File: config.mk
export PLATFORM = sky130hd
export DESIGN_NAME = uart_rx
export DESIGN_NICKNAME = d
export VERILOG_FILES = /design/src/hdl/bridge_pkg.sv /design/src/hdl/uart_rx.sv
export SDC_FILE = /design/constraint.sdc
export NUM_CORES = 1
export LEC_CHECK = 0
export ABC_AREA = 0
export BUFFER_PORTS_ARGS = -buffer_cell sky130_fd_sc_hd__buf_2
export CORE_MARGIN = 2
export CORE_UTILIZATION = 50
export CTS_CLUSTER_DIAMETER = 80
export DETAILED_ROUTE_END_ITERATION = 10
export PLACE_DENSITY = 0.7
export SLEW_MARGIN = 40
export SYNTH_ARGS = -nofsm -noshare
export SYNTH_HDL_FRONTEND = slang
export SYNTH_SLANG_ARGS = --single-unit
File: constraint.sdc
create_clock -name clk -period 2.75 [get_ports clk]
set_input_delay 0.1375 -clock clk [delete_from_list [all_inputs] [get_ports clk]]
set_output_delay 0.1375 -clock clk [all_outputs]
set_load 0.1 [all_outputs]
File: src/hdl/bridge_pkg.sv
//////////////////////////////////////////////////////////////////////
// Types, opcodes and reply codes shared by the UART memory bridge
// and its testbench. Import where the bus structs are needed.
//////////////////////////////////////////////////////////////////////
`default_nettype none

package bridge_pkg;

    localparam int MAX_ADDR_W = 16;     // widest memory the bus can address
    localparam int TX_CREDITS = 2;      // transmit queue depth

    typedef logic [7:0] byte_t;

    // byte as delivered by the receiver
    typedef struct packed {
        byte_t data;
        logic  frame_err;               // stop bit was low
    } rx_byte_t;

    // one memory access, valid for a single cycle
    typedef struct packed {
        logic                  valid;
        logic                  we;
        logic [MAX_ADDR_W-1:0] addr;    // upper bits unused on small memories
        byte_t                 wdata;
    } mem_req_t;

    localparam byte_t OP_WRITE = 8'h57;
    localparam byte_t OP_READ  = 8'h52;

    localparam byte_t RSP_ACK       = 8'h4B;
    localparam byte_t RSP_BAD_OP    = 8'h3F;
    localparam byte_t RSP_FRAME_ERR = 8'h21;

endpackage

`default_nettype wire
File: src/hdl/uart_rx.sv
//////////////////////////////////////////////////////////////////////
// UART receiver, 8N1, CLK_DIV clocks per bit. Emits a one-cycle
// rx_valid strobe per byte, with frame_err set on a low stop bit.
//////////////////////////////////////////////////////////////////////
`timescale 1ns/1ns
`default_nettype none

module uart_rx #(
    parameter int CLK_DIV = 8
) (
    input  wire logic                 clk,
    input  wire logic                 rst_n,
    input  wire logic                 rx_line,
    output bridge_pkg::rx_byte_t      rx_byte,
    output logic                      rx_valid
);
    import bridge_pkg::*;

    localparam int CW = $clog2(CLK_DIV);
    localparam logic [CW-1:0] BIT_LAST  = CW'(CLK_DIV - 1);
    localparam logic [CW-1:0] HALF_LAST = CW'(CLK_DIV / 2 - 1);

    logic [1:0]    sync;                // two-flop synchronizer
    logic          line_q;              // last synced level, for edge detect
    logic          busy;
    logic [CW-1:0] cnt;
    logic [3:0]    bit_idx;             // 0 start, 1..8 data, 9 stop
    byte_t         shift;
    logic          sample;

    assign sample = busy && (cnt == '0);    // middle of current bit

    always_ff @(posedge clk or negedge rst_n) begin
        if (!rst_n) begin
            sync     <= 2'b11;
            line_q   <= 1'b1;
            busy     <= 1'b0;
            cnt      <= '0;
            bit_idx  <= '0;
            rx_valid <= 1'b0;
        end else begin
            sync     <= {sync[0], rx_line};
            line_q   <= sync[1];
            rx_valid <= 1'b0;
            if (!busy) begin
                if (line_q && !sync[1]) begin   // falling edge opens a frame
                    busy    <= 1'b1;
                    cnt     <= HALF_LAST;
                    bit_idx <= '0;
                end
            end else if (cnt != '0) begin
                cnt <= cnt - 1'b1;
            end else begin
                cnt     <= BIT_LAST;
                bit_idx <= bit_idx + 1'b1;
                if (bit_idx == 4'd0 && sync[1]) begin
                    busy <= 1'b0;               // glitch, line back high
                end else if (bit_idx == 4'd9) begin
                    busy     <= 1'b0;
                    rx_valid <= 1'b1;
                end
            end
        end
    end

    always_ff @(posedge clk) begin
        if (sample) begin
            if (bit_idx >= 4'd1 && bit_idx <= 4'd8) begin
                shift <= {sync[1], shift[7:1]};    // lsb first
            end
            if (bit_idx == 4'd9) begin
                rx_byte.data      <= shift;
                rx_byte.frame_err <= !sync[1];
            end
        end
    end

endmodule

`default_nettype wire

==> Word-level counts from Yosys, hierarchy flattened <==
Cells that the tools add are included.
{ "totals": {"ff_bits": 29, "inputBits": 3, "elab_cells": 42} }
{ "op_classes": {"add_sub_neg": 2, "n_lt_le_gt_ge": 2, "n_eq_ne": 2, "n_mux": 15, "reduce_logical": 12} }
{ "ops": {"columns": ["operator", "n"], "rows": [
  ["$mux W4", 3],
  ["$mux W1", 9],
  ["$mux W3", 3],
  ["$reduce_and A2 Y1", 3],
  ["$add A4 B1 Y4 const B", 1],
  ["$eq A4 B4 Y1 const B", 1],
  ["$ge A4 B1 Y1 const B", 1],
  ["$le A4 B4 Y1 const B", 1],
  ["$logic_and A1 B1 Y1", 4],
  ["$logic_not A4 Y1", 1],
  ["$logic_not A3 Y1", 1],
  ["$reduce_bool A3 Y1", 1],
  ["$sub A3 B1 Y3 const B", 1],
  ["$ne A2 B2 Y1 const B", 1],
  ["$reduce_bool A2 Y1", 1],
  ["$logic_not A1 Y1", 1]
]} }

==> Longest topological paths before layout <==
{ "depth": {"ltp_word": 5, "depth_mapped": 5, "depth_no_buf": 5} }

==> Worst setup path after synthesis <==
No wires, ideal clock.
{ "synth_timing": {"path_type": "reg2reg", "start": "register bit_idx[0]", "end": "register shift[0], enable pin", "arrival_ns": 1.534, "path_slack_ns": 0.827, "path_stages_with_launch": 5, "synth_period_minus_slack_ns": 1.923, "cell_sequence": "dfrtp_1 -> inv_1 -> ha_1 -> nor2b_1 -> a221oi_1"} }
{ "synth_via": {"elab_chain_cells": 3, "word_cells_on_any_way": 4, "classes_between": "order compare: 2; reduce/logical: 2"} }
{ "synth_rtl": {"columns": ["item", "line", "source"], "rows": [
  ["start: declaration", "uart_rx.sv:27", "logic [3:0] bit_idx;"],
  ["start signal: assignment", "uart_rx.sv:55", "bit_idx <= bit_idx + 1'b1;"],
  ["$ge A4 B1 Y1 / $le A4 B4 Y1 (equally long branches)", "uart_rx.sv:68", "if (bit_idx >= 4'd1 && bit_idx <= 4'd8) begin"],
  ["$logic_and A1 B1 Y1 (*)", "uart_rx.sv:68", null],
  ["$reduce_and A2 Y1 (no line) (*)", null, null],
  ["end signal: assignment", "uart_rx.sv:69", "shift <= {sync[1], shift[7:1]};"],
  ["end: declaration", "uart_rx.sv:28", "byte_t shift;"]
]} }
Every way passes the cells marked *; elsewhere a longest branch is shown, timed or not.
A chain may end at the register's enable or synchronous reset.

==> Final worst setup path <==
{ "layout_timing": {"start": "register cnt[0]", "end": "register shift[4], enable pin"} }
{ "layout_via": {"elab_chain_cells": 3} }
{ "layout_rtl": {"columns": ["item", "line", "source"], "rows": [
  ["start: declaration", "uart_rx.sv:26", "logic [CW-1:0] cnt;"],
  ["start signal: assignment", "uart_rx.sv:52", "cnt <= cnt - 1'b1;"],
  ["$logic_not A3 Y1", "uart_rx.sv:31", "assign sample = busy && (cnt == '0);"],
  ["$logic_and A1 B1 Y1", "uart_rx.sv:31", null],
  ["$reduce_and A2 Y1 (no line)", null, null]
]} }
No other way between the ends.

==> metrics <==
Area Overhead vs Synth=17.8%; RePlAce Congestion=~0.77; flip-flop and latch count after synthesis=29; Post-synth ARST share=0.414; placed cell area=1230 um^2; global-route wire length before repair=slightly below 3000 um; crit-path max FO=8; cts bufs inserted=5; Die W=~52 um; FILL cells=approximately 160; htree depth=2; minimum clock period=about 1.7 ns; nets=between 100 and 150; num ports=13; Psw=about 340 uW; Longest Clk Path Bufs=2; Antenna diodes=0; sequential share of power=0.508; clock sink count=29; reg2reg path depth=5; run status=finished, final reports clean; Slew headroom=0.676; Syn. warnings=0; P_leak=between 0.5 and 0.6 nW; Yosys cell types=26; Max VDD drop=0.466 mV; post-route cell area=between 1000 and 1500 um^2; pin count of the biggest net entering global routing=13; CTS tree=yes; CP endpoint kind=register; row count=17; fin crit share=0.601; Via Count=629; starting DRC count in detailed routing=11; Critical R2R Capture=shift[4]; reg2reg start=cnt[0]; Clock Power Share=0.297; Critical Path RT=approximately 2.8 ns; setup TNS=0 ns; Finished Layout Cells=123; DR pass1 iterations=4; skew final=0.00549 ns; gr ovfl total=0; DPL Wire Length=roughly 1200 um; DRC Markers=0; final wirelength=around 1800 um; Cells after DPL=roughly 110; ratio of cells with drive above 1 in the final layout=0.305; max cap viols=0; routed vias/inst=5.11; wire per inst=roughly 14 um; count of final hold-check violations=0; Clock transition at path regs=around 0.090 ns; number of synthesized flops with an enable pin=17; clk_lat worst skew=~0.32 ns; PortBufs=12; Combinational Power Share=0.195; Detail Route Antenna Nets=0; initial core utilization=0.519; Mean Syn Cell Area=between 15 and 20 um^2; unrepaired setup endpoints after global routing=false; Die Height=51.7 um; maximum clock frequency=between 600 and 700 MHz; FF-to-FF setup slack=1.10 ns; vias in the first global route=650; CP arrival=around 1.7 ns; internal power=879 uW; core area=roughly 2200 um^2; die area=2670 um^2; Cell Area, Synth=1140 um^2; pwr dens=a little over 900 nW/um^2; antenna violations before repair=0; Sw Ratio=0.278; crit start category=register; Final setup viols=0; Post-Syn Instances=73; ys flop type=edfxtp_1; Slew Viols, Final=0; final core utilization=0.612; overall power=about 1.2 mW; clk root buf=clkbuf_4; Total GRT Usage=0.166; Post-CTS Setup Inserts=0; worst-margin pin slew=~0.49 ns; Worst Hold Class=input pin to async pin; Seq/Total Area, Yosys=0.716; syn_nets=between 80 and 90; critical path class=register to register
[cells in the mapped netlist (2+ instances only)]
cell	number	area (um^2)
inv_1	6	22.5
edfxtp_1	17	510
nor2_1	3	11.3
a21oi_1	3	15.0
dfstp_2	3	78.8
nor2b_1	2	12.5
nand2b_1	3	18.8
mux2_4	2	30.0
dfrtp_1	9	225
ha_1	5	62.6
nor3_1	5	25.0
[layout make-up]
| class | instances | area, um^2 | share of cell area |
|---|---|---|---|
| Tap cell | 28 | 35.0 | 0.0261 |
| Clock inverter | 2 | 37.5 | 0.0280 |
| Clock buffer | 6 | 51.3 | 0.0383 |
| Inverter | 6 | 22.5 | 0.0168 |
| Timing Repair Buffer | 16 | 95.1 | 0.0710 |
| Multi-Input combinational cell | 36 | 284 | 0.212 |
| Sequential cell | 29 | 815 | 0.608 |
[kinds of logic (layout without fill, tap and decap cells)]
kind of cell / after synthesis / count (layout) / synth area share
adder cells (fa/ha/maj): 5 / 5 / 0.0550
buffers and inverters: 8 / 30 / 0.0341
AO/OA/AOI/OAI: 10 / 10 / 0.0627
XOR/XNOR: 1 / 1 / 0.00770
AND/OR/NAND/NOR: 18 / 18 / 0.0979
multiplexers: 2 / 2 / 0.0264
flip-flops: 29 / 29 / 0.716
[power groups by stage]
stage	clock (mW)	combinational [mW]	sequential [mW]
6_report	0.361	0.237	0.619
5_1_grt	0.388	0.275	0.629
4_1_cts	0.370	0.240	0.618
3_5_place_dp	0	0.233	0.624
3_3_place_gp	0	0.223	0.619
2_1_floorplan	0	0.215	0.592
[layer usage]
| layer | up-vias | global-route usage | wire (um) |
|---|---|---|---|
| met5 | - | 0 | 0 |
| met4 | 0 | 0.140 | 54 |
| met3 | 6 | 0.0517 | 75 |
| met2 | 15 | 0.261 | 844 |
| met1 | 301 | 0.181 | 783 |
| li1 | 307 | - | - |
[per-stage QoR]
step                      hold WS [ns]  worst slack, ns
after floorplan                 -0.158            0.827
after global placement          0.0218             1.20
after detailed placement        0.0278             1.13
after CTS                        0.202             1.09
after global routing             0.233            0.986
final                            0.207             1.10
[worst max path at each step]
stage                          start        to  slack [ns]
after floorplan           bit_idx[0]  shift[0]        0.83
final                         cnt[0]  shift[4]        1.10
after global placement    bit_idx[0]  shift[4]        1.20
after global routing          cnt[0]  shift[4]        0.99
after detailed placement  bit_idx[0]  shift[3]        1.13
after CTS                     cnt[0]  shift[4]        1.09
[flip-flops by register name, indices dropped and copies added, names as in the netlist]
signal / count
sync: 2
bit_idx: 4
line_q: 1
busy: 1
shift: 8
cnt: 3
rx_byte: 9
rx_valid: 1
[cell usage in the layout (no fill, tap or decap)]
cell           netlist  layout
edfxtp_1            17      17
buf_2                0      12
dfrtp_1              9       9
inv_1                6       6
nor3_1               5       5
ha_1                 5       5
clkbuf_4             0       5
nand2b_1             3       3
nor2_1               3       3
a21oi_1              3       3
dfstp_2              3       3
nor2b_1              2       2
mux2_4               2       2
dlygate4sd3_1        0       2
buf_4                0       2
nand2_1              1       1
nand3b_4             1       1
a221oi_1             1       1
a21boi_0             1       1
o32a_2               1       1
a311oi_1             1       1
nand3_1              1       1
or3_1                1       1
o21ai_0              1       1
nand4b_1             1       1
xor2_1               1       1
a22o_1               1       1
a31oi_1              1       1
clkbuf_8             0       1
clkinvlp_4           0       1
bufinv_16            0       1
[worst max-delay path, cell delays in order (launching register included)]
cell      delay, ns
dfrtp_1        0.42
inv_1          0.09
ha_1           0.26
nand3b_4       0.13
a221oi_1       0.24
buf_4          0.22
[timing repair]
item                      4_1_cts  5_1_grt
resized for setup               0        0
hold endpoints to repair       13        0
hold buffers                    2        0
(Power assumes the default switching activity.)
