`config.mk`:
```
export PLATFORM = sky130hd
export DESIGN_NAME = uart_tx
export DESIGN_NICKNAME = d
export VERILOG_FILES = /design/src/hdl/bridge_pkg.sv /design/src/hdl/uart_tx.sv
export SDC_FILE = /design/constraint.sdc
export NUM_CORES = 1
export LEC_CHECK = 0
export BUFFER_PORTS_ARGS = -buffer_cell sky130_fd_sc_hd__buf_2
export CAP_MARGIN = 20
export CORE_MARGIN = 2
export CORE_UTILIZATION = 59
export CTS_BUF_LIST = sky130_fd_sc_hd__clkbuf_4 sky130_fd_sc_hd__clkbuf_8
export DETAILED_ROUTE_END_ITERATION = 7
export HOLD_SLACK_MARGIN = 0.08
export MAX_ROUTING_LAYER = met4
export PLACE_DENSITY = 0.88
export SYNTH_ARGS = -nofsm -noshare
export SYNTH_HDL_FRONTEND = slang
export SYNTH_SLANG_ARGS = --single-unit
```
`constraint.sdc`:
```
create_clock -name clk -period 2.2 [get_ports clk]
set_clock_uncertainty 0.1 [all_clocks]
set_input_delay 0 -clock clk [delete_from_list [all_inputs] [get_ports clk]]
set_output_delay 0 -clock clk [all_outputs]
set_load 0.02 [all_outputs]
```
`src/hdl/bridge_pkg.sv`:
```
//////////////////////////////////////////////////////////////////////
// Types, opcodes and reply codes shared by the UART memory bridge
// and its testbench. Import where the bus structs are needed.
//////////////////////////////////////////////////////////////////////
`default_nettype none

package bridge_pkg;

    localparam int MAX_ADDR_W = 16;     // widest memory the bus can address
    localparam int TX_CREDITS = 2;      // transmit queue depth

    typedef logic [7:0] byte_t;

    // byte as delivered by the receiver
    typedef struct packed {
        byte_t data;
        logic  frame_err;               // stop bit was low
    } rx_byte_t;

    // one memory access, valid for a single cycle
    typedef struct packed {
        logic                  valid;
        logic                  we;
        logic [MAX_ADDR_W-1:0] addr;    // upper bits unused on small memories
        byte_t                 wdata;
    } mem_req_t;

    localparam byte_t OP_WRITE = 8'h57;
    localparam byte_t OP_READ  = 8'h52;

    localparam byte_t RSP_ACK       = 8'h4B;
    localparam byte_t RSP_BAD_OP    = 8'h3F;
    localparam byte_t RSP_FRAME_ERR = 8'h21;

endpackage

`default_nettype wire
```
`src/hdl/uart_tx.sv`:
```
//////////////////////////////////////////////////////////////////////
// UART transmitter, 8N1, with a small holding queue. Each byte that
// leaves the queue returns one credit to the sender.
//////////////////////////////////////////////////////////////////////
`timescale 1ns/1ns
`default_nettype none

module uart_tx #(
    parameter int CLK_DIV = 8
) (
    input  wire logic                 clk,
    input  wire logic                 rst_n,
    input  wire logic                 tx_push,
    input  wire bridge_pkg::byte_t    tx_data,
    output logic                      tx_credit,
    output logic                      tx_line
);
    import bridge_pkg::*;

    localparam int CW = $clog2(CLK_DIV);
    localparam int QW = $clog2(TX_CREDITS);
    localparam logic [CW-1:0] BIT_LAST = CW'(CLK_DIV - 1);

    byte_t         queue [TX_CREDITS];
    logic [QW-1:0] wr_ptr;
    logic [QW-1:0] rd_ptr;
    logic [QW:0]   count;
    logic          busy;
    logic [CW-1:0] cnt;
    logic [3:0]    bit_idx;             // 0 start, 1..8 data, 9 stop
    logic [8:0]    shift;               // stop bit above the data
    byte_t         head;
    logic          frame_end;
    logic          step;
    logic          load;
    logic          pop;
    logic          wr_en;

    assign frame_end = busy && (cnt == '0) && (bit_idx == 4'd9);
    assign step      = busy && (cnt == '0) && !frame_end;
    assign load      = (!busy || frame_end) && ((count != '0) || tx_push);
    assign pop       = load && (count != '0);
    assign wr_en     = tx_push && !(load && (count == '0));  // empty queue bypassed
    assign head      = (count != '0) ? queue[rd_ptr] : tx_data;

    always_ff @(posedge clk or negedge rst_n) begin
        if (!rst_n) begin
            wr_ptr    <= '0;
            rd_ptr    <= '0;
            count     <= '0;
            busy      <= 1'b0;
            cnt       <= '0;
            bit_idx   <= '0;
            tx_credit <= 1'b0;
            tx_line   <= 1'b1;
        end else begin
            tx_credit <= load;                  // first cycle of the start bit
            if (wr_en) begin
                wr_ptr <= wr_ptr + 1'b1;
            end
            if (pop) begin
                rd_ptr <= rd_ptr + 1'b1;
            end
            count <= count + (QW + 1)'(wr_en) - (QW + 1)'(pop);
            if (load) begin
                busy    <= 1'b1;
                cnt     <= BIT_LAST;
                bit_idx <= '0;
                tx_line <= 1'b0;
            end else if (frame_end) begin
                busy <= 1'b0;
            end else if (step) begin
                cnt     <= BIT_LAST;
                bit_idx <= bit_idx + 1'b1;
                tx_line <= shift[0];
            end else if (busy) begin
                cnt <= cnt - 1'b1;
            end
        end
    end

    always_ff @(posedge clk) begin
        if (wr_en) begin
            queue[wr_ptr] <= tx_data;
        end
        if (load) begin
            shift <= {1'b1, head};
        end else if (step) begin
            shift <= {1'b1, shift[8:1]};
        end
    end

endmodule

`default_nettype wire

```
# After elaboration in Yosys (flattened, before gate mapping)
# Memory sizes are Yosys's and may differ from the RTL's.
# Cells that the tools add are included.
# classes
eq_ne,2
addsub,6
n_mux,17
n_reduce_logical,20
# op_table
cell,n
$mux W8,3
$mux W3,4
$mux W4,3
$logic_and A1 B1 Y1,7
$mux W1,7
$reduce_bool A2 Y1,3
$add A4 B1 Y4 const B,1
$eq A4 B4 Y1 const B,1
$reduce_and A2 Y1,2
$logic_not A1 Y1,3
$logic_not A3 Y1,1
$reduce_bool A3 Y1,1
$sub A3 B1 Y3 const B,1
$add A1 B1 Y1 const B,2
$add A2 B1 Y2,1
$logic_not A2 Y1,1
$logic_or A1 B1 Y1,2
$ne A2 B1 Y1 const B,1
$sub A2 B1 Y2,1
# word_totals
regBits,22
in_bits,11
ramBits,16
memories,1
wordCells,55
out_inout_bits,2
# mem_list
memory,depth,width,read_ports,rd_ports_with_merged_regs,write_ports,line,rtl
queue,2,8,1,0,1,uart_tx.sv:24,byte_t queue [TX_CREDITS];

# Longest topological paths before layout
# logic_depth
word_depth,10
mapped_depth,10

# Worst setup path before layout
# OpenSTA, ideal clock, no wires.
# synth_path
path_kind,register -> register
from,reg bit_idx[1]
to,reg count[1]
required_ns,2.020
stages_incl_launch_ff,11
slack_ns,0.220
setup_time_ns,0.080
path_buffers,0
arrival_ns,1.800
path_cell_list,dfrtp_1 > inv_1 > ha_1 > nand3b_4 > o21a_4 > o21ai_4 > ha_1 > inv_1 > ha_1 > xnor2_1 > xnor2_1
# synth_between
elab_chain_cells,9
elab_cells_between_ends,10
cone_classes,add/sub (2); eq/ne (1); reduce/logical (7)
# synth_rtl
element,line,rtl
"start, declared",uart_tx.sv:30,logic [3:0] bit_idx;
"start signal, assigned",uart_tx.sv:74,bit_idx <= bit_idx + 1'b1;
$eq A4 B4 Y1 *,uart_tx.sv:39,assign frame_end = busy && (cnt == '0) && (bit_idx == 4'd9);
$logic_and A1 B1 Y1 *,uart_tx.sv:39,
$logic_or A1 B1 Y1 *,uart_tx.sv:41,assign load = (!busy || frame_end) && ((count != '0) || tx_push);
$logic_and A1 B1 Y1 *,uart_tx.sv:41,
$logic_and A1 B1 Y1,uart_tx.sv:43,assign wr_en = tx_push && !(load && (count == '0));
$logic_not A1 Y1,uart_tx.sv:43,
$logic_and A1 B1 Y1,uart_tx.sv:43,
$add A2 B1 Y2,uart_tx.sv:64,count <= count + (QW + 1)'(wr_en) - (QW + 1)'(pop);
$sub A2 B1 Y2 *,uart_tx.sv:64,
"end signal, assigned",uart_tx.sv:64,
"end, declared",uart_tx.sv:27,logic [QW:0] count;
# Mark *: on every way between the ends. The rest lies on a longest branch, timed or not.
# A chain may end at the register's enable or synchronous reset.

# Worst setup path after layout
# layout_path
from,reg cnt[0]
to,reg count[1]
# layout_between
elab_chain_cells,10
elab_cells_between_ends,11
cone_classes,add/sub (2); reduce/logical (9)
# layout_rtl
element,line,rtl
"start, declared",uart_tx.sv:29,logic [CW-1:0] cnt;
"start signal, assigned",uart_tx.sv:77,cnt <= cnt - 1'b1;
$logic_not A3 Y1 *,uart_tx.sv:39,
$logic_and A1 B1 Y1 * (2 in series),uart_tx.sv:39,
$logic_or A1 B1 Y1 *,uart_tx.sv:41,
$logic_and A1 B1 Y1 *,uart_tx.sv:41,
$logic_and A1 B1 Y1,uart_tx.sv:43,
$logic_not A1 Y1,uart_tx.sv:43,
$logic_and A1 B1 Y1,uart_tx.sv:43,
$add A2 B1 Y2,uart_tx.sv:64,
$sub A2 B1 Y2 *,uart_tx.sv:64,
# Marks and branches as above.

==> results.cfg <==
[global_route]
grt_start_max_net_pins = 14
grt_pass1_wl_mm = 5.06
antenna_found_initial = 0
track_usage_pct = 21.7
grt_overflow_total = 0
grt_pass1_vias = 1133

[clock_network]
insertion_delay_ps = 350
cts_buffer_depth = 2
numClockSinks = 38
htreeDepth = 2
numCtsBuffers = 5
clk_pin_slew_worst_paths_ps = 110
cts_root_buf = clkbuf_4
cts_tree = done

[routing]
viasPerCell = 5.83
dr.pass1.iters = 4
wire_per_inst_um = 17.4
drc = 0
ant_nets = 0
vias = 1096
drtIter0Drc = 53
wirelength_mm = 3.27

[floorplan]
io_pins = 13
die_area_um2 = 3420
initial_core_util_pct = 62.9
dieWidth_um = 58.5
rows = 19
die_y_um = 58.5
core_area_um2 = 2780

[synthesis]
ys_types = 41
synth_area_per_cell_um2 = 14.7
async_flop_share_pct = 36.8
synth-edff-count = 24
synth_area_um2 = 1750
yosysSeqAreaShare_pct = 61.3
yosys_most_used_dff = edfxtp_1
syn-instance-count = 119
postSynthNetCount = 136
ys_ff_latch = 38
yosysWarnings = 0

[critical_path]
crit_path_cell_trace = inv_2 > ha_2 > nand2b_4 > o21a_4 > o21ai_4 > ha_1 > inv_1 > ha_2 > xnor2_2 > xnor2_1
path_common_cell = ha_2
cp_top_family = adder cells
slowest_delay_ps = 400
cp_max_fo = 4
required_ps = 2370
crit_arrival_ps = 2260
crit_type = flop to flop
cp-end-kind = flop
slowest_stage = dfrtp_1
crit_buf_inv = 2
cp-start-kind = flop
r2r_start = cnt[0]$_DFFE_PN0P_
crit_start = cnt[0]$_DFFE_PN0P_

[sta]
setup_slack_ps = 116
final_hold_viol_count = 0
slew_violations = 0
maxSlewHeadroom_pct = 48.7
rsz0062_at_grt = false
fin_crit_sh_pct = 94.7
period_needed_ps = 2080
worst-slew-pin-transition_ps = 767
fin_setup_tns_ps = 0
setup_viol = 0
fmax_mhz = 480

[placement]
place_area_um2 = 1850
pre_cts_ws_ps = 57.0
routabilityCongestion = 0.816
port_buffers = 12
dp_hpwl_mm = 2.05

[power_and_ir_drop]
total_power_mw = 2.32
p_per_area_nw_per_um2 = 1100
ir_drop_uv = 832
p_leak_nw = 0.823

[final_layout]
fin_area_um2 = 2100
nNetsFinal = 173
layout-drive-gt1-share_pct = 37.6
diodes = 0
area_growth_pct = 20.2
fillers = 166

[min_path]
hp-class = input port to flop
hp-start = tx_data[1]

[flow_run]
cap_violations = 0

[outcome]
status = complete, no violations
## registers in the layout, summed over array words and instances, names as in the netlist
name,flops
shift,8
wr_ptr,1
busy,1
tx_credit,1
bit_idx,4
count,2
rd_ptr,1
tx_line,1
cnt,3
queue,16
## layout by cell type (no fill, tap or decap), types with 2 or more instances in the layout
cell           Yosys  layout
buf_4              1      10
edfxtp_1          24      24
dfrtp_1           13      12
inv_2              0       3
nor2_2             1       2
ha_2               0       2
nand2_1            2       2
nor2_1             9       8
inv_1              5       2
mux2_2             7       7
a31oi_1            2       2
buf_2              2      12
xnor2_1            4       3
o22ai_1            7       7
dlygate4sd3_1      0      12
ha_1               6       3
a2bb2oi_2          4       4
clkbuf_4           0       7
a2bb2oi_1          3       3
xor2_1             3       3
mux2i_1            2       2
## cell families after synthesis
| group | share of synthesized area, % |
|---|---|
| DFF | 61.3 |
| and+or+nand+nor | 10.2 |
| AOI/OAI and AO/OA | 12.2 |
| buffers and inverters | 2.93 |
| muxes | 5.65 |
| xor gates and xnor gates | 3.51 |
| adders and majority gates | 4.29 |
## per-layer routing
layer | vias to the layer above | global-route usage (%) | part of all wire (%)
met5 | - | - | 0
met4 | 0 | 10.3 | 2.2
met3 | 10 | 6.59 | 5.3
met2 | 32 | 36.0 | 53
met1 | 539 | 23.9 | 40
li1 | 515 | - | -
## power by group
part	total (mW)	internal [mW]	switching, mW	leakage, nW
combinational	0.825	0.402	0.423	0.411
sequential	1.13	0.988	0.144	0.379
clock	0.361	0.147	0.213	0.0338
total	2.32	1.54	0.780	0.823
## synth_stat cells (2+ instances only)
library cell   n  area share, %
buf_2          2           0.57
edfxtp_1      24             41
a2bb2oi_2      4            3.4
nand2_1        2           0.43
dfrtp_1       13             19
mux2_2         7            4.5
nor2_1         9            1.9
a31oi_1        2           0.72
inv_1          5            1.1
o22ai_1        7            2.5
ha_1           6            4.3
xnor2_1        4            2.0
mux2i_1        2            1.1
xor2_1         3            1.5
a2bb2oi_1      3            1.5
## worst paths after layout
| path | to | slack, ps | depth (start not counted) |
|---|---|---|---|
| worst max-delay path | count[1]$_DFF_PN0_ | 120 | 10 |
| worst min-delay path | queue[1][1]$_DFFE_PP_ | 290 | 2 |
| worst max register to register | count[1]$_DFF_PN0_ | 120 | 10 |
| worst min register to register | wr_ptr$_DFFE_PN0P_ | 420 | 1 |
| max in group asynchronous | bit_idx[0]$_DFFE_PN0P_ | 330 | 4 |
| min in group asynchronous | tx_line$_DFFE_PN1P_ | 590 | 3 |
## layout make-up
cell class / count / area, um^2 / area share, %
clock inverters: 1 / 3.75 / 0.178
multi-input cells: 72 / 661 / 31.4
repair buffers: 34 / 255 / 12.1
well taps: 31 / 38.8 / 1.84
clock buffers: 7 / 52.6 / 2.50
flip-flops and latches: 38 / 1070 / 51.0
inverters: 5 / 18.8 / 0.892
## through the flow
stage | util [%] | instances | hold slack, ps
6_report | 75.6 | 188 | 290
5_1_grt | 75.6 | 188 | 281
4_1_cts | 72.7 | 182 | 278
3_5_place_dp | 66.4 | 162 | -183
3_3_place_gp | 66.4 | 162 | -191
2_1_floorplan | - | 119 | -396
## what timing repair did
item | in CTS | in global routing
buffers inserted | 0 | 6
setup endpoints to repair | 0 | 17
hold buffers | 12 | 0
hold endpoints to repair | 41 | 0
resized for setup | 0 | 11
Power figures use the tool's default switching activity.
